**config.mk**
```make
export PLATFORM = sky130hd
export DESIGN_NAME = mem_stage
export DESIGN_NICKNAME = d
export VERILOG_FILES = /design/src/lsu_bus_pkg.sv /design/src/lsu_pipe_pkg.sv /design/src/load_store.sv /design/src/mem_stage.sv
export VERILOG_INCLUDE_DIRS = /design/src
export SDC_FILE = /design/constraint.sdc
export NUM_CORES = 1
export LEC_CHECK = 0
export BUFFER_PORTS_ARGS = -buffer_cell sky130_fd_sc_hd__buf_2
export CORE_AREA = 2 2 187 189
export DETAILED_ROUTE_END_ITERATION = 10
export DIE_AREA = 0 0 189 191
export GPL_ROUTABILITY_DRIVEN = 0
export PLACE_DENSITY = 0.73
export REMOVE_ABC_BUFFERS = 1
export SYNTH_ARGS = -nofsm -noshare
export SYNTH_HDL_FRONTEND = slang
export SYNTH_SLANG_ARGS = --single-unit
```
**constraint.sdc**
```tcl
create_clock -name clk_i -period 13.3 [get_ports clk_i]
set_input_delay 2.66 -clock clk_i [delete_from_list [all_inputs] [get_ports clk_i]]
set_output_delay 2.66 -clock clk_i [all_outputs]
set_load 0.01 [all_outputs]
```
**src/lsu_settings.svh**
```systemverilog
// ========================================
// build-time sizes for the memory stage
// include wherever the widths are needed
// ========================================
`ifndef LSU_SETTINGS_SVH
`define LSU_SETTINGS_SVH

// integer register and data bus width
`define LSU_XLEN 64

// byte address width seen by the stage
`define LSU_ADDR_W 32

// data RAM depth in doublewords
`define LSU_RAM_WORDS 256

// cycles the RAM holds off ack after it sees req
`define LSU_RAM_WAIT 2

`endif

```
**src/lsu_bus_pkg.sv**
```systemverilog
// ========================================
// memory-side types: access kinds and the
// request bundle sent to the data RAM
// ========================================
`include "lsu_settings.svh"

package lsu_bus_pkg;

    // load/store access kinds decoded upstream
    typedef enum logic [3:0] {
        LS_NONE,
        LS_SB,
        LS_SH,
        LS_SW,
        LS_SD,
        LS_LB,
        LS_LH,
        LS_LW,
        LS_LBU,
        LS_LHU,
        LS_LWU,
        LS_LD
    } ls_op_e;

    // doubleword index, byte offset bits dropped
    typedef logic [`LSU_ADDR_W-4:0] dw_addr_t;

    // one enable per byte lane
    typedef logic [`LSU_XLEN/8-1:0] byte_mask_t;

    typedef struct packed {
        logic                 we;
        dw_addr_t             addr;
        logic [`LSU_XLEN-1:0] wdata;
        byte_mask_t           wmask;
    } ram_req_t;

endpackage

```
**src/lsu_pipe_pkg.sv**
```systemverilog
// ========================================
// pipeline-side records entering and
// leaving the memory stage
// ========================================
`include "lsu_settings.svh"

package lsu_pipe_pkg;

    // replaces one-hot type bits from decode
    typedef enum logic [1:0] {
        CLS_ALU,
        CLS_LOAD,
        CLS_STORE
    } inst_class_e;

    typedef struct packed {
        inst_class_e            cls;
        lsu_bus_pkg::ls_op_e    op;
        logic [`LSU_ADDR_W-1:0] addr;
        logic                   rd_ena;
        logic [4:0]             rd_addr;
        // alu result, or the store value for stores
        logic [`LSU_XLEN-1:0]   rd_data;
        logic [`LSU_ADDR_W-1:0] pc;
        logic [31:0]            inst;
    } mem_in_t;

    typedef struct packed {
        logic                   rd_ena;
        logic [4:0]             rd_addr;
        logic [`LSU_XLEN-1:0]   rd_data;
        logic [`LSU_ADDR_W-1:0] pc;
        logic [31:0]            inst;
    } wb_t;

endpackage

```
**src/load_store.sv**
```systemverilog
// ========================================
// lane alignment for one doubleword access
// store placement and mask, load extension
// ========================================
`timescale 1ns/1ps
`include "lsu_settings.svh"

module load_store (
    input  lsu_bus_pkg::ls_op_e      op_i,
    // byte offset inside the doubleword
    input  logic [2:0]               addr_i,
    input  logic [`LSU_XLEN-1:0]     store_val_i,
    input  logic [`LSU_XLEN-1:0]     ram_rdata_i,
    output logic [`LSU_XLEN-1:0]     ram_wdata_o,
    output lsu_bus_pkg::byte_mask_t  wmask_o,
    output logic [`LSU_XLEN-1:0]     load_val_o
);

    import lsu_bus_pkg::*;

    logic [2:0]  byte_sel;
    logic [1:0]  half_sel;
    logic        word_sel;
    logic [7:0]  rd_byte;
    logic [15:0] rd_half;
    logic [31:0] rd_word;

    // bits below the access size are ignored
    assign byte_sel = addr_i[2:0];
    assign half_sel = addr_i[2:1];
    assign word_sel = addr_i[2];

    // store side: move the low bits of the value onto the addressed lanes
    always_comb begin
        case (op_i)
            LS_SB: begin
                ram_wdata_o = {{(`LSU_XLEN-8){1'b0}}, store_val_i[7:0]}
                              << {byte_sel, 3'b000};
                wmask_o     = 8'b0000_0001 << byte_sel;
            end
            LS_SH: begin
                ram_wdata_o = {{(`LSU_XLEN-16){1'b0}}, store_val_i[15:0]}
                              << {half_sel, 4'b0000};
                wmask_o     = 8'b0000_0011 << {half_sel, 1'b0};
            end
            LS_SW: begin
                ram_wdata_o = {{(`LSU_XLEN-32){1'b0}}, store_val_i[31:0]}
                              << {word_sel, 5'b00000};
                wmask_o     = 8'b0000_1111 << {word_sel, 2'b00};
            end
            LS_SD: begin
                ram_wdata_o = store_val_i;
                wmask_o     = 8'b1111_1111;
            end
            default: begin
                // loads and plain alu records never write
                ram_wdata_o = '0;
                wmask_o     = '0;
            end
        endcase
    end

    // load side: pick the addressed piece out of the read doubleword
    assign rd_byte = ram_rdata_i[{byte_sel, 3'b000} +: 8];
    assign rd_half = ram_rdata_i[{half_sel, 4'b0000} +: 16];
    assign rd_word = word_sel ? ram_rdata_i[63:32] : ram_rdata_i[31:0];

    always_comb begin
        case (op_i)
            LS_LB: begin
                load_val_o = {{(`LSU_XLEN-8){rd_byte[7]}}, rd_byte};
            end
            LS_LH: begin
                load_val_o = {{(`LSU_XLEN-16){rd_half[15]}}, rd_half};
            end
            LS_LW: begin
                load_val_o = {{(`LSU_XLEN-32){rd_word[31]}}, rd_word};
            end
            LS_LBU: begin
                load_val_o = {{(`LSU_XLEN-8){1'b0}}, rd_byte};
            end
            LS_LHU: begin
                load_val_o = {{(`LSU_XLEN-16){1'b0}}, rd_half};
            end
            LS_LWU: begin
                load_val_o = {{(`LSU_XLEN-32){1'b0}}, rd_word};
            end
            LS_LD: begin
                load_val_o = ram_rdata_i;
            end
            default: begin
                load_val_o = '0;
            end
        endcase
    end

endmodule

```
**src/mem_stage.sv**
```systemverilog
// ========================================
// memory stage control: takes one record,
// runs the four-phase RAM request, stalls
// upstream and registers the writeback
// ========================================
`timescale 1ns/1ps
`include "lsu_settings.svh"

module mem_stage (
    input  logic                     clk_i,
    input  logic                     reset_i,
    input  logic                     in_valid_i,
    input  lsu_pipe_pkg::mem_in_t    in_i,
    output logic                     stall_o,
    output logic                     ram_req_o,
    output lsu_bus_pkg::ram_req_t    ram_bus_o,
    input  logic                     ram_ack_i,
    input  logic [`LSU_XLEN-1:0]     ram_rdata_i,
    output logic                     wb_valid_o,
    output lsu_pipe_pkg::wb_t        wb_o
);

    import lsu_pipe_pkg::*;

    typedef enum logic [1:0] {IDLE, REQ, RELEASE, DONE} state_e;

    state_e               state_q;
    state_e               accept_state;
    mem_in_t              rec_q;
    logic                 req_q;
    logic                 accept;
    logic [`LSU_XLEN-1:0] load_val;
    logic [`LSU_XLEN-1:0] load_q;
    wb_t                  wb_next;
    wb_t                  wb_q;
    logic                 wb_valid_q;

    // alu records finishing in DONE do not hold off the next one
    assign stall_o = (state_q == REQ) || (state_q == RELEASE)
                     || ((state_q == DONE) && (rec_q.cls != CLS_ALU));
    assign accept  = in_valid_i && !stall_o;
    assign accept_state = (in_i.cls == CLS_ALU) ? DONE : REQ;

    load_store u_load_store (
        .op_i        (rec_q.op),
        .addr_i      (rec_q.addr[2:0]),
        .store_val_i (rec_q.rd_data),
        .ram_rdata_i (ram_rdata_i),
        .ram_wdata_o (ram_bus_o.wdata),
        .wmask_o     (ram_bus_o.wmask),
        .load_val_o  (load_val)
    );

    assign ram_bus_o.we   = (rec_q.cls == CLS_STORE);
    assign ram_bus_o.addr = rec_q.addr[`LSU_ADDR_W-1:3];
    assign ram_req_o      = req_q;

    always_ff @(posedge clk_i) begin
        if (reset_i) begin
            state_q    <= IDLE;
            req_q      <= 1'b0;
            wb_valid_q <= 1'b0;
            wb_q       <= '0;
        end else begin
            wb_valid_q <= 1'b0;
            case (state_q)
                IDLE: begin
                    if (accept) begin
                        state_q <= accept_state;
                    end
                end
                REQ: begin
                    // raise req only once the previous ack has dropped
                    if (!req_q && !ram_ack_i) begin
                        req_q <= 1'b1;
                    end else if (req_q && ram_ack_i) begin
                        req_q   <= 1'b0;
                        state_q <= RELEASE;
                    end
                end
                RELEASE: begin
                    if (!ram_ack_i) begin
                        state_q <= DONE;
                    end
                end
                default: begin
                    wb_valid_q <= 1'b1;
                    wb_q       <= wb_next;
                    state_q    <= accept ? accept_state : IDLE;
                end
            endcase
        end
    end

    always_ff @(posedge clk_i) begin
        if (accept) begin
            rec_q <= in_i;
        end
        // read data is valid while ack is high
        if ((state_q == REQ) && req_q && ram_ack_i) begin
            load_q <= load_val;
        end
    end

    always_comb begin
        wb_next.rd_ena  = rec_q.rd_ena && (rec_q.cls != CLS_STORE);
        wb_next.rd_addr = rec_q.rd_addr;
        wb_next.rd_data = (rec_q.cls == CLS_LOAD) ? load_q : rec_q.rd_data;
        wb_next.pc      = rec_q.pc;
        wb_next.inst    = rec_q.inst;
    end

    assign wb_valid_o = wb_valid_q;
    assign wb_o       = wb_q;

endmodule

```
* Word-level counts from Yosys, hierarchy flattened *
Index checks and enable logic that the tools add are counted.

operators by class
  order comparisons = 0
  shifts and indexed selects = 8
  mux-type cells = 15
  bitwise operators = 0
  reduce and logical (&&, ||, !) cells = 19
  equal/unequal tests = 21
  add/sub/neg operators = 0
  $mul = 0
  div/mod/pow operators = 0

operators with widths
  cell                                              number
  one-hot mux 64 bit (7 select lines)               1
  one-hot mux 64 bit (4 select lines)               1
  two-way mux 64 bit                                1
  variable part select 64 x 7 -> 16 bit             1
  variable part select 64 x 7 -> 8 bit              1
  left shift 16 x 6 -> 64 bit                       1
  left shift 32 x 6 -> 64 bit                       1
  left shift 8 x 6 -> 64 bit                        1
  two-way mux 32 bit                                1
  one-hot mux 8 bit (4 select lines)                1
  == test 4 x 3 -> 1 bit (second input constant)    4
  == test 4 bit (second input constant)             4
  two-way mux 2 bit                                 6
  == test 4 x 2 -> 1 bit (second input constant)    2
  != test 2 bit (second input constant)             4
  left shift 1 x 3 -> 8 bit (first input constant)  1
  left shift 2 x 3 -> 8 bit (first input constant)  1
  left shift 4 x 3 -> 8 bit (first input constant)  1
  logical AND 1 bit                                 7
  == test 2 bit (second input constant)             3
  one-hot mux 2 bit (3 select lines)                1
  == test 2 x 1 -> 1 bit (second input constant)    2
  == test 4 x 1 -> 1 bit (second input constant)    1
  zero test 2 bit                                   2
  8 further kinds                                   14

storage, ports and cells
  bits of input ports = 240
  register bits after elaboration = 374
  memories kept = 0
  ROM bits = 0
  latch bits = 0
  output and inout bits = 239
  bits in writable memories = 0

* Longest topological paths before layout *
Gate-level depths: netlist of the first run.

  word-level depth = 7
  mapped depth = 8

* By module *
From an unflattened synthesis of the first run, not the netlist that was laid out.

unflattened totals
  cells, all modules = 1266
  area, all modules = 16289.4 µm²

modules (own cells, without submodules)
  module      instances  area an instance (µm²)  seq. area each (µm²)  cells an instance
  mem_stage   1          12964.9                 9849.4                820
  load_store  1          3324.4                  0.0                   446

* Worst setup path before layout of the first run *
No wires, ideal clock.

  path type = input to register
  start point = input port in_valid_i
  end point = register state_q[0]
  arrival = 6925 ps
  buffers on the path = 0
  stages = 4
  required time = 13207 ps
  setup slack = 6282 ps
  cells stage by stage = nand3b_1 -> inv_1 -> a2111oi_0 -> nor3_1

between the ends
  word-level cells in the longest chain between the ends = 3
  elaborated cells between the ends (all ways) = 5
  classes of those cells = eq/ne: 1; mux: 2; reduce/logical: 2

ends and longest elaborated chain
  element                                                                           RTL line         text
  from (decl)                                                                       mem_stage.sv:12  input logic in_valid_i,
  logical AND 1 bit (*)                                                             mem_stage.sv:41  assign accept = in_valid_i && !stall_o;
  via accept                                                                        mem_stage.sv:31  logic accept;
  two-way mux 2 bit / != test 2 bit (equally long branches)                         -
  one-hot mux 2 bit (3 select lines) / AND reduction 4 bit (equally long branches)  -
  to (signal assigned)                                                              mem_stage.sv:69  state_q <= accept_state;
  to (signal assigned)                                                              mem_stage.sv:89  state_q <= accept ? accept_state : IDLE;
  to (decl)                                                                         mem_stage.sv:27  state_e state_q;

The timed path passes the listed nets; every way through them passes the cells marked *.
A chain may end at the register's enable or synchronous reset.

==> results of run 1 <==
==> Yosys cell counts, types with 2 or more instances <==
master / instances / area share [%]
inv_1: 39 / 0.93
o41ai_1: 4 / 0.22
buf_1: 5 / 0.12
o21ai_1: 2 / 0.063
a21oi_2: 4 / 0.22
a22o_1: 21 / 1.2
a221o_1: 22 / 1.4
or2_2: 3 / 0.12
nand2_1: 84 / 2.0
inv_2: 2 / 0.047
a221oi_1: 8 / 0.44
nor4_4: 2 / 0.27
nor2b_1: 9 / 0.36
a211oi_1: 64 / 3.0
mux4_2: 11 / 1.6
a31oi_1: 2 / 0.079
dfxtp_1: 138 / 17
a22oi_1: 12 / 0.57
buf_6: 5 / 0.36
clkbuf_1: 50 / 1.2
or3_1: 2 / 0.079
ha_1: 6 / 0.47
o21ai_0: 27 / 0.85
and2_1: 6 / 0.24
mux2_2: 12 / 0.85
nand3_1: 10 / 0.32
edfxtp_1: 236 / 45
nor3_1: 2 / 0.063
mux2i_1: 141 / 8.9
nand2b_1: 9 / 0.36
a32o_1: 4 / 0.25
a222oi_1: 30 / 1.9
buf_4: 37 / 1.8
nor2_1: 165 / 3.9
a21oi_1: 14 / 0.44
and3_1: 6 / 0.24
nand3b_1: 2 / 0.095
nor4bb_1: 2 / 0.13
buf_2: 29 / 0.92
==> worst max-delay path, cell delays in order (launching register included) <==
cell      delay [ns]
edfxtp_1        1.02
nand2b_1        0.34
nor2_1          0.20
nand3_1         0.61
and2_1          0.71
o21ai_0         0.30
buf_2           0.18
==> power by group through the flow <==
stage / Sequential [mW] / Clock [mW] / Combinational, mW
after floorplan: 1.70 / 0 / 0.555
after global placement: 1.65 / 0 / 0.904
after detailed placement: 1.65 / 0 / 0.925
after CTS: 1.63 / 1.11 / 0.930
after global routing: 1.65 / 1.16 / 1.00
final: 1.63 / 1.09 / 0.930
==> worst max path at each step <==
stage | endpoint | slack [ns] | depth (start not counted)
4_1_cts | ram_bus_o[46] | 6.78 | 6
6_report | ram_bus_o[56] | 6.71 | 6
3_5_place_dp | ram_bus_o[46] | 7.37 | 6
5_1_grt | ram_bus_o[56] | 6.61 | 6
3_3_place_gp | ram_bus_o[40] | 7.46 | 6
2_1_floorplan | state_q[0]$_SDFFE_PP0P_ | 4.25 | 6
==> sequential cells by signal (all words and copies together) (netlist names) <==
register and count:
load_q 64, ram_bus_o 29, ram_req_o 1, rec_q 143
state_q 2, wb_o 134, wb_valid_o 1
==> cells by family after synthesis <==
group	synth area share, %
AOI/OAI and AO/OA	11.7
xor gates and xnor gates	0.0554
adders and majority gates	0.474
buffers and inverters	5.31
DFF	62.2
muxes	11.3
and+or+nand+nor	8.93
==> placed cells by master, fill, tap and decap left out, types with 9 or more instances in the layout <==
master and n:
a21oi_1 14, a221o_1 22, buf_2 477, mux2i_1 141
edfxtp_1 236, nand2b_1 9, clkbuf_1 11, nor2_1 165
mux2_2 12, a211oi_1 64, nand3_1 10, a22o_1 21
mux4_2 11, buf_4 13, dfxtp_1 138, nand2_1 84
clkbuf_16 40, inv_1 38, o21ai_0 27, a222oi_1 30
a22oi_1 12, diode_2 9
==> final cells by class <==
type                    instances  area, um2  share of cell area, %
inverters                      41        159                  0.813
clock buffers                  55       1100                   5.61
well taps                     455        569                   2.91
diodes                          9       22.5                  0.115
clock inverters                16        171                  0.877
repair buffers                491       2500                   12.8
flip-flops and latches        374       9850                   50.4
multi-input cells             715       5170                   26.4
==> metal layers <==
layer,up-vias,track usage [%],part of all wire (%)
li1,5474,-,-
met1,5891,32.7,37
met2,711,45.0,48
met3,127,9.42,11
met4,6,11.1,3.6
met5,-,0,0.078
==> flow_summary.ini, run 1 <==
[critical_path]
reg2reg_from = rec_q[167]$_DFFE_PP_
reg2reg_to = load_q[5]$_DFFE_PP_
worstRegToRegCells = 5
endpoint_kind = output port
crit_type = reg2out
startpoint_type = register
crit_start = rec_q[167]$_DFFE_PP_
cp_data_arrival_time_ns = 3.93
rrSetupSlack_ns = 10.13
crit_path_max_fanout = 25
required_ns = 10.64

[hold_path]
hold_depth = 2
worstHoldPathType = reg2reg
holdPathEnd = wb_o[39]$_SDFFE_PP0P_
min_from = rec_q[39]$_DFFE_PP_

[detailed_routing]
drt-pass1-iter-count = 8
wl_per_cell_um = 23.7
antenna_left = 0
drt-total-wl_um = 51100
drt-vias-per-instance = 5.66
drcViolationCount = 0
drt_iter0_markers = 1291
routed-via-count = 12209

[sta]
timing.slew.headroom_pct = 27.7
drv_slew = 0
setup_violations = 0
post-route-period-util_pct = 49.6
whs_ns = 0.480
fmax_mhz = 152
clock_skew_ns = 0.0109
hold_viol = 0
worst_pin_slew_ns = 1.08
fin_crit_ns = 6.59
tns_ns = 0
rsz0062_at_grt = no
fin_ws_ns = 6.71

[finish]
post-route-util_pct = 57.3
final_area_um2 = 19500
nNetsFinal = 1909
area_delta_synth_final_pct = 23.5
stdcell_count = 2156
n_fill_cell = 2851
final_layout_size_suffix_gt1_share_pct = 35.2

[floorplan]
dieArea_um2 = 36100
die_w_um = 189
start_util_pct = 46.4
row_count = 68
die_h_um = 191
ioPinCount = 479
core-area_um2 = 34100

[global_route]
antenna_found_initial = 14
grt_pass1_wl_um = 73300
grt_max_degree = 188
grt_pass1_vias = 11916
grt_usage_pct = 27.3
grt_remaining_overflow = 0

[power]
power_leakage_nw = 8.18
p_seq_share_pct = 44.7
power.internal_mw = 2.48
pwr-share-comb_pct = 25.4
swShare_pct = 32.1
p_clk_share_pct = 29.9
totalPowerFinal_mw = 3.66
ir_worst_vdd_uv = 141
power_switching_mw = 1.18
p_per_area_nw_per_um2 = 187

[clocking]
cts_buffers = 40
cts-root-buf = clkbuf_16
ctsLongestPathBuffers = 3
cts_resized = 0
path_clk_slew_ns = 0.06
cts_tree = done
cts_setup_buffers = 0
insertion_delay_ns = 0.56
htree_num_levels = 2
clock-sinks = 374
ctsHoldBuffers = 0

[logic_synthesis]
syn_avg_cell_area_um2 = 12.6
synthCells = 1256
synth_edf_count = 236
yosysUniqueCellTypes = 68
netlist_area_um2 = 15800
synthFlopType = edfxtp_1
yosys_warnings = 0
ys_seq_area_share_pct = 62.2
ys_ff_latch = 374
ys_async_sr_fraction_pct = 0

[placement]
dp_slack_ns = 7.37
port_buffers = 478
dpl_cell_area_um2 = 18300
hpwl_um = 34700
placed_cells = 2076

[status]
status = finished, final reports clean

[job]
drv_cap = 0
Power figures use the tool's default switching activity.
==> run 2, diff against run 1 <==
--- a/config.mk
+++ b/config.mk
@@ -7,11 +7,11 @@
 export NUM_CORES = 1
 export LEC_CHECK = 0
 export BUFFER_PORTS_ARGS = -buffer_cell sky130_fd_sc_hd__buf_2
-export CORE_AREA = 2 2 187 189
+export CORE_AREA = 2 2 189 191
 export DETAILED_ROUTE_END_ITERATION = 10
-export DIE_AREA = 0 0 189 191
+export DIE_AREA = 0 0 191 193
 export GPL_ROUTABILITY_DRIVEN = 0
-export PLACE_DENSITY = 0.73
+export PLACE_DENSITY = 0.72
 export REMOVE_ABC_BUFFERS = 1
 export SYNTH_ARGS = -nofsm -noshare
 export SYNTH_HDL_FRONTEND = slang
==> constraint.sdc (replaced) <==
create_clock -name clk_i -period 6.8 [get_ports clk_i]
set_input_delay 1.36 -clock clk_i [delete_from_list [all_inputs] [get_ports clk_i]]
set_output_delay 1.36 -clock clk_i [all_outputs]
set_load 0.01 [all_outputs]
==> flow_summary.ini, run 2 (same netlist as run 1, synthesis figures left out) <==
[finish]
n_fill_cell = 2978
layout_commonest_cell = buf_2
stdcell_count = 2169
final_cell_mix = 477 x buf_2, 236 x edfxtp_1, 165 x nor2_1
area_delta_synth_final_pct = 24.0
regArea_um2 = 9850
largest_reg_flops = 143
multi_input_area_um2 = 5170
final_area_um2 = 19600
nNetsFinal = 1912
top_register = rec_q
final_layout_size_suffix_gt1_share_pct = 35.6

[global_route]
grt_remaining_overflow = 0
grt_pass1_vias = 12031
antenna_found_initial = 12
grt_pass1_wl_um = 72800
grt_max_degree = 90
grt_usage_pct = 26.5

[power]
p_per_area_nw_per_um2 = 367
swShare_pct = 31.9
power_leakage_nw = 8.23
ir_worst_vdd_uv = 278
power_switching_mw = 2.30
p_seq_share_pct = 44.2
pwr-share-comb_pct = 25.4
power.internal_mw = 4.91
p_clk_share_pct = 30.4

[sta]
setup_violations = 0
tns_ns = 0
hold_viol = 0
post-route-period-util_pct = 77.6
clock_skew_ns = 0.0152
fmax_mhz = 190
timing.slew.headroom_pct = 10.9
whs_ns = 0.483
rsz0062_at_grt = no
drv_slew = 0
worst_pin_slew_ns = 1.34
fin_ws_ns = 1.53
fin_crit_ns = 5.27

[placement]
hpwl_um = 34800
dp_slack_ns = 2.10
port_buffers = 478
dpl_cell_area_um2 = 18300
placed_cells = 2084

[clocking]
ctsLongestPathBuffers = 3
cts_setup_buffers = 0
cts_buffers = 41
cts-root-buf = clkbuf_16
ctsHoldBuffers = 0
cts_tree = done
htree_num_levels = 2
path_clk_slew_ns = 0.06
clock-sinks = 374
insertion_delay_ns = 0.54
cts_resized = 0

[detailed_routing]
drt-pass1-iter-count = 9
drt_iter0_markers = 1371
drt-vias-per-instance = 5.63
routed-via-count = 12207
drcViolationCount = 0
drt-total-wl_um = 51100
antenna_left = 0
wl_per_cell_um = 23.6

[floorplan]
dieArea_um2 = 36900
die_h_um = 193
row_count = 69
ioPinCount = 479
die_w_um = 191
start_util_pct = 45.3
core-area_um2 = 35000

[hold_path]
holdPathEnd = wb_o[89]$_SDFFE_PP0P_
worstHoldPathType = reg2reg
min_from = wb_o[89]$_SDFFE_PP0P_
hold_depth = 2

[critical_path]
endpoint_kind = output port
startpoint_type = register
rrSetupSlack_ns = 3.61
crit_path_max_fanout = 40
crit_type = reg2out
crit_chain = buf_4 -> inv_1 -> nor4_4 -> nand2b_1 -> a32o_1 -> buf_2
reg2reg_from = state_q[1]$_SDFFE_PP0P_
required_ns = 5.44
cp_data_arrival_time_ns = 3.91
cp_slowest_stage_delay_ns = 0.86
cp_num_buf_inv = 3
worstRegToRegCells = 5
cp_top_family = simple AND/OR/NAND/NOR gates
reg2reg_to = rec_q[136]$_DFFE_PP_
crit_slowest_cell = nand2b_1

[job]
drv_cap = 0

[status]
status = finished, final reports clean
[run 2: cell count changes in the layout (fill, tap and decap cells not counted), sizes merged]
| cell | previous run | this run |
|---|---|---|
| bufinv | 3 | 1 |
| clkbuf | 55 | 63 |
| clkinvlp | 0 | 1 |
| diode | 9 | 10 |
| buf | 491 | 493 |
| clkinv | 11 | 8 |
[run 2: worst max path at each step]
stage                                  startpoint                       to  slack [ns]  cells past startpoint
final                        rec_q[136]$_DFFE_PP_            ram_bus_o[46]        1.53                      6
after global routing         rec_q[136]$_DFFE_PP_            ram_bus_o[46]        1.41                      6
after CTS                    rec_q[136]$_DFFE_PP_            ram_bus_o[46]        1.53                      6
after detailed placement     rec_q[136]$_DFFE_PP_            ram_bus_o[46]        2.10                      6
after global placement       rec_q[136]$_DFFE_PP_            ram_bus_o[40]        2.14                      6
after floorplan           state_q[0]$_SDFFE_PP0P_  state_q[0]$_SDFFE_PP0P_       -2.25                      6
[run 2: area by class of cell]
type                            count  share of cell area [%]
Clock inverter                     12                   0.497
Multi-Input combinational cell    715                    26.3
Tap cell                          461                    2.94
Sequential cell                   374                    50.2
Clock buffer                       63                    6.33
Inverter                           41                   0.810
Antenna cell                       10                   0.128
Timing Repair Buffer              493                    12.8
[run 2: per-layer routing]
layer / GRT usage [%] / vias up / share of wire (%)
met5: 0 / - / 0.082
met4: 12.6 / 6 / 4.5
met3: 7.76 / 128 / 11
met2: 43.0 / 721 / 47
met1: 32.5 / 5857 / 38
li1: - / 5495 / -
[run 2: worst reg2reg max path, stage by stage, from the launching register on]
cell	delay, ns
dfxtp_1	0.36
ha_4	0.42
o21ai_0	0.36
nand3b_1	0.24
inv_6	0.64
buf_4	0.78
[run 2: metrics by stage]
step / total power, mW / utilization (%)
3_3_place_gp: 5.00 / 52.2
6_report: 7.21 / 56.1
5_1_grt: 7.52 / 56.1
3_5_place_dp: 5.05 / 52.2
4_1_cts: 7.24 / 56.1
2_1_floorplan: 4.41 / -
[run 2: power groups by stage]
stage	logic (mW)	clock network, mW	registers [mW]
6_report	1.83	2.19	3.19
4_1_cts	1.83	2.22	3.18
5_1_grt	1.98	2.32	3.22
2_1_floorplan	1.09	0	3.33
3_3_place_gp	1.78	0	3.22
3_5_place_dp	1.82	0	3.23
==> run 3, diff against run 2 <==
--- a/config.mk
+++ b/config.mk
@@ -7,11 +7,11 @@
 export NUM_CORES = 1
 export LEC_CHECK = 0
 export BUFFER_PORTS_ARGS = -buffer_cell sky130_fd_sc_hd__buf_2
-export CORE_AREA = 2 2 189 191
+export CORE_ASPECT_RATIO = 2
+export CORE_UTILIZATION = 47
 export DETAILED_ROUTE_END_ITERATION = 10
-export DIE_AREA = 0 0 191 193
 export GPL_ROUTABILITY_DRIVEN = 0
-export PLACE_DENSITY = 0.72
+export PLACE_DENSITY = 0.77
 export REMOVE_ABC_BUFFERS = 1
 export SYNTH_ARGS = -nofsm -noshare
 export SYNTH_HDL_FRONTEND = slang
==> constraint.sdc (replaced) <==
create_clock -name clk_i -period 4.22 [get_ports clk_i]
set_input_delay 0.844 -clock clk_i [delete_from_list [all_inputs] [get_ports clk_i]]
set_output_delay 0.844 -clock clk_i [all_outputs]
set_load 0.01 [all_outputs]
==> flow_summary.ini, run 3 (same netlist as run 1, synthesis figures left out) <==
[global_route]
grt_pass1_wl_um = 75100
grt_usage_pct = 29.3
antenna_found_initial = 10
grt.met3_usage_pct = 4.78
busiest_layer = met2
grt_util_met2_pct = 51.2
grt_max_degree = 205
grt_pass1_vias = 12468
met1_usage_pct = 32.5
grt_remaining_overflow = 0

[clocking]
cts-root-buf = clkbuf_16
cts_resized = 0
path_clk_slew_ns = 0.07
ctsLongestPathBuffers = 3
cts_setup_buffers = 0
insertion_delay_ns = 0.53
ctsHoldBuffers = 0
clock-sinks = 374
cts_buffers = 34
htree_num_levels = 2
cts_tree = done

[critical_path]
crit_type = reg2out
cpMostUsedCell = and3_1
endpoint_kind = output port
cp_slowest_stage_delay_ns = 0.77
reg2reg_from = rec_q[134]$_DFFE_PP_
crit_chain = nor3_1 -> and3_1 -> and3_1 -> a222oi_1 -> o21ai_0 -> buf_2
cp_data_arrival_time_ns = 3.17
crit_slowest_cell = and3_1
crit_path_max_fanout = 16
required_ns = 3.38
crit_start = rec_q[169]$_DFFE_PP_
startpoint_type = register

[finish]
area_delta_synth_final_pct = 23.1
largest_reg_flops = 143
stdcell_count = 2138
n_fill_cell = 2689
final_cell_mix = 477 x buf_2, 236 x edfxtp_1, 165 x nor2_1
nNetsFinal = 1916
top_register = rec_q
final_area_um2 = 19500
final_layout_size_suffix_gt1_share_pct = 35.7
layout_commonest_cell = buf_2

[detailed_routing]
drcViolationCount = 0
antenna_left = 0
routed-via-count = 12324
wl_per_cell_um = 24.3
drt-pass1-iter-count = 9
drt-total-wl_um = 52000
drt_iter0_markers = 1025
drt-vias-per-instance = 5.76

[power]
power_leakage_nw = 8.19
ir_worst_vdd_uv = 447
p_per_area_nw_per_um2 = 576

[floorplan]
die_h_um = 262
ioPinCount = 479
die_w_um = 132
row_count = 94
core-area_um2 = 33000
start_util_pct = 47.9
dieArea_um2 = 34500

[placement]
port_buffers = 478
hpwl_um = 36700
placed_cells = 2066
dpl_cell_area_um2 = 18300
dp_slack_ns = 0.841

[sta]
drv_slew = 0
whs_ns = 0.482
tns_ns = 0
post-route-period-util_pct = 95.2
worst_pin_slew_ns = 1.13
fin_crit_ns = 4.02
fin_ws_ns = 0.201
timing.slew.headroom_pct = 24.7
fmax_mhz = 249
clock_skew_ns = 0.0162
setup_violations = 0
rsz0062_at_grt = no
hold_viol = 0

[status]
status = finished, final reports clean

[hold_path]
worstHoldPathType = in2reg
min_from = in_i[137]

[job]
drv_cap = 0
[run 3: changes by cell type in the layout (fill, tap and decap cells not counted), moves of 2 or more]
cell / change
buf_4: +8
clkbuf_16: -7
clkbuf_1: -4
buf_12: +3
clkbuf_8: -2
clkinv_2: +2
inv_6: -2
[run 3: critical path, delay by kind of cell (launching register included)]
kind,cells,cell delay [ns]
DFF,1,0.66
buffers and inverters,1,0.18
and+or+nand+nor,3,1.46
AOI/OAI and AO/OA,2,0.34
[run 3: area by class of cell]
cell class	count	area [um2]	area share, %
flip-flops and latches	374	9850	50.5
well taps	432	541	2.77
repair buffers	504	2630	13.5
inverters	41	161	0.828
clock inverters	12	91.3	0.469
multi-input cells	715	5170	26.5
clock buffers	50	1020	5.26
diodes	10	25.0	0.128
[run 3: where the power goes]
group          switching (mW)  internal [mW]
logic                    1.91           1.09
clock network            1.35           1.76
registers               0.376           4.75
[run 3: stage by stage]
stage	total power [mW]	util, %
final	11.2	59.0
after global routing	11.7	59.0
after CTS	11.3	58.9
after detailed placement	8.17	55.5
after global placement	8.07	55.5
after floorplan	7.11	-
[run 3: worst paths after layout]
| path | to | slack [ns] | depth (start not counted) |
|---|---|---|---|
| setup / recovery | ram_bus_o[69] | 0.20 | 6 |
| hold reg to reg | wb_o[108]$_SDFFE_PP0P_ | 0.48 | 2 |
| setup reg to reg | load_q[17]$_DFFE_PP_ | 1.30 | 6 |
| hold / removal | ram_bus_o[72]$_DFFE_PP_ | 0.48 | 1 |
[run 3: routing by layer]
layer	vias to the layer above	part of all wire [%]
li1	5501	-
met1	5924	35
met2	713	51
met3	186	7.0
met4	0	6.7
met5	-	0
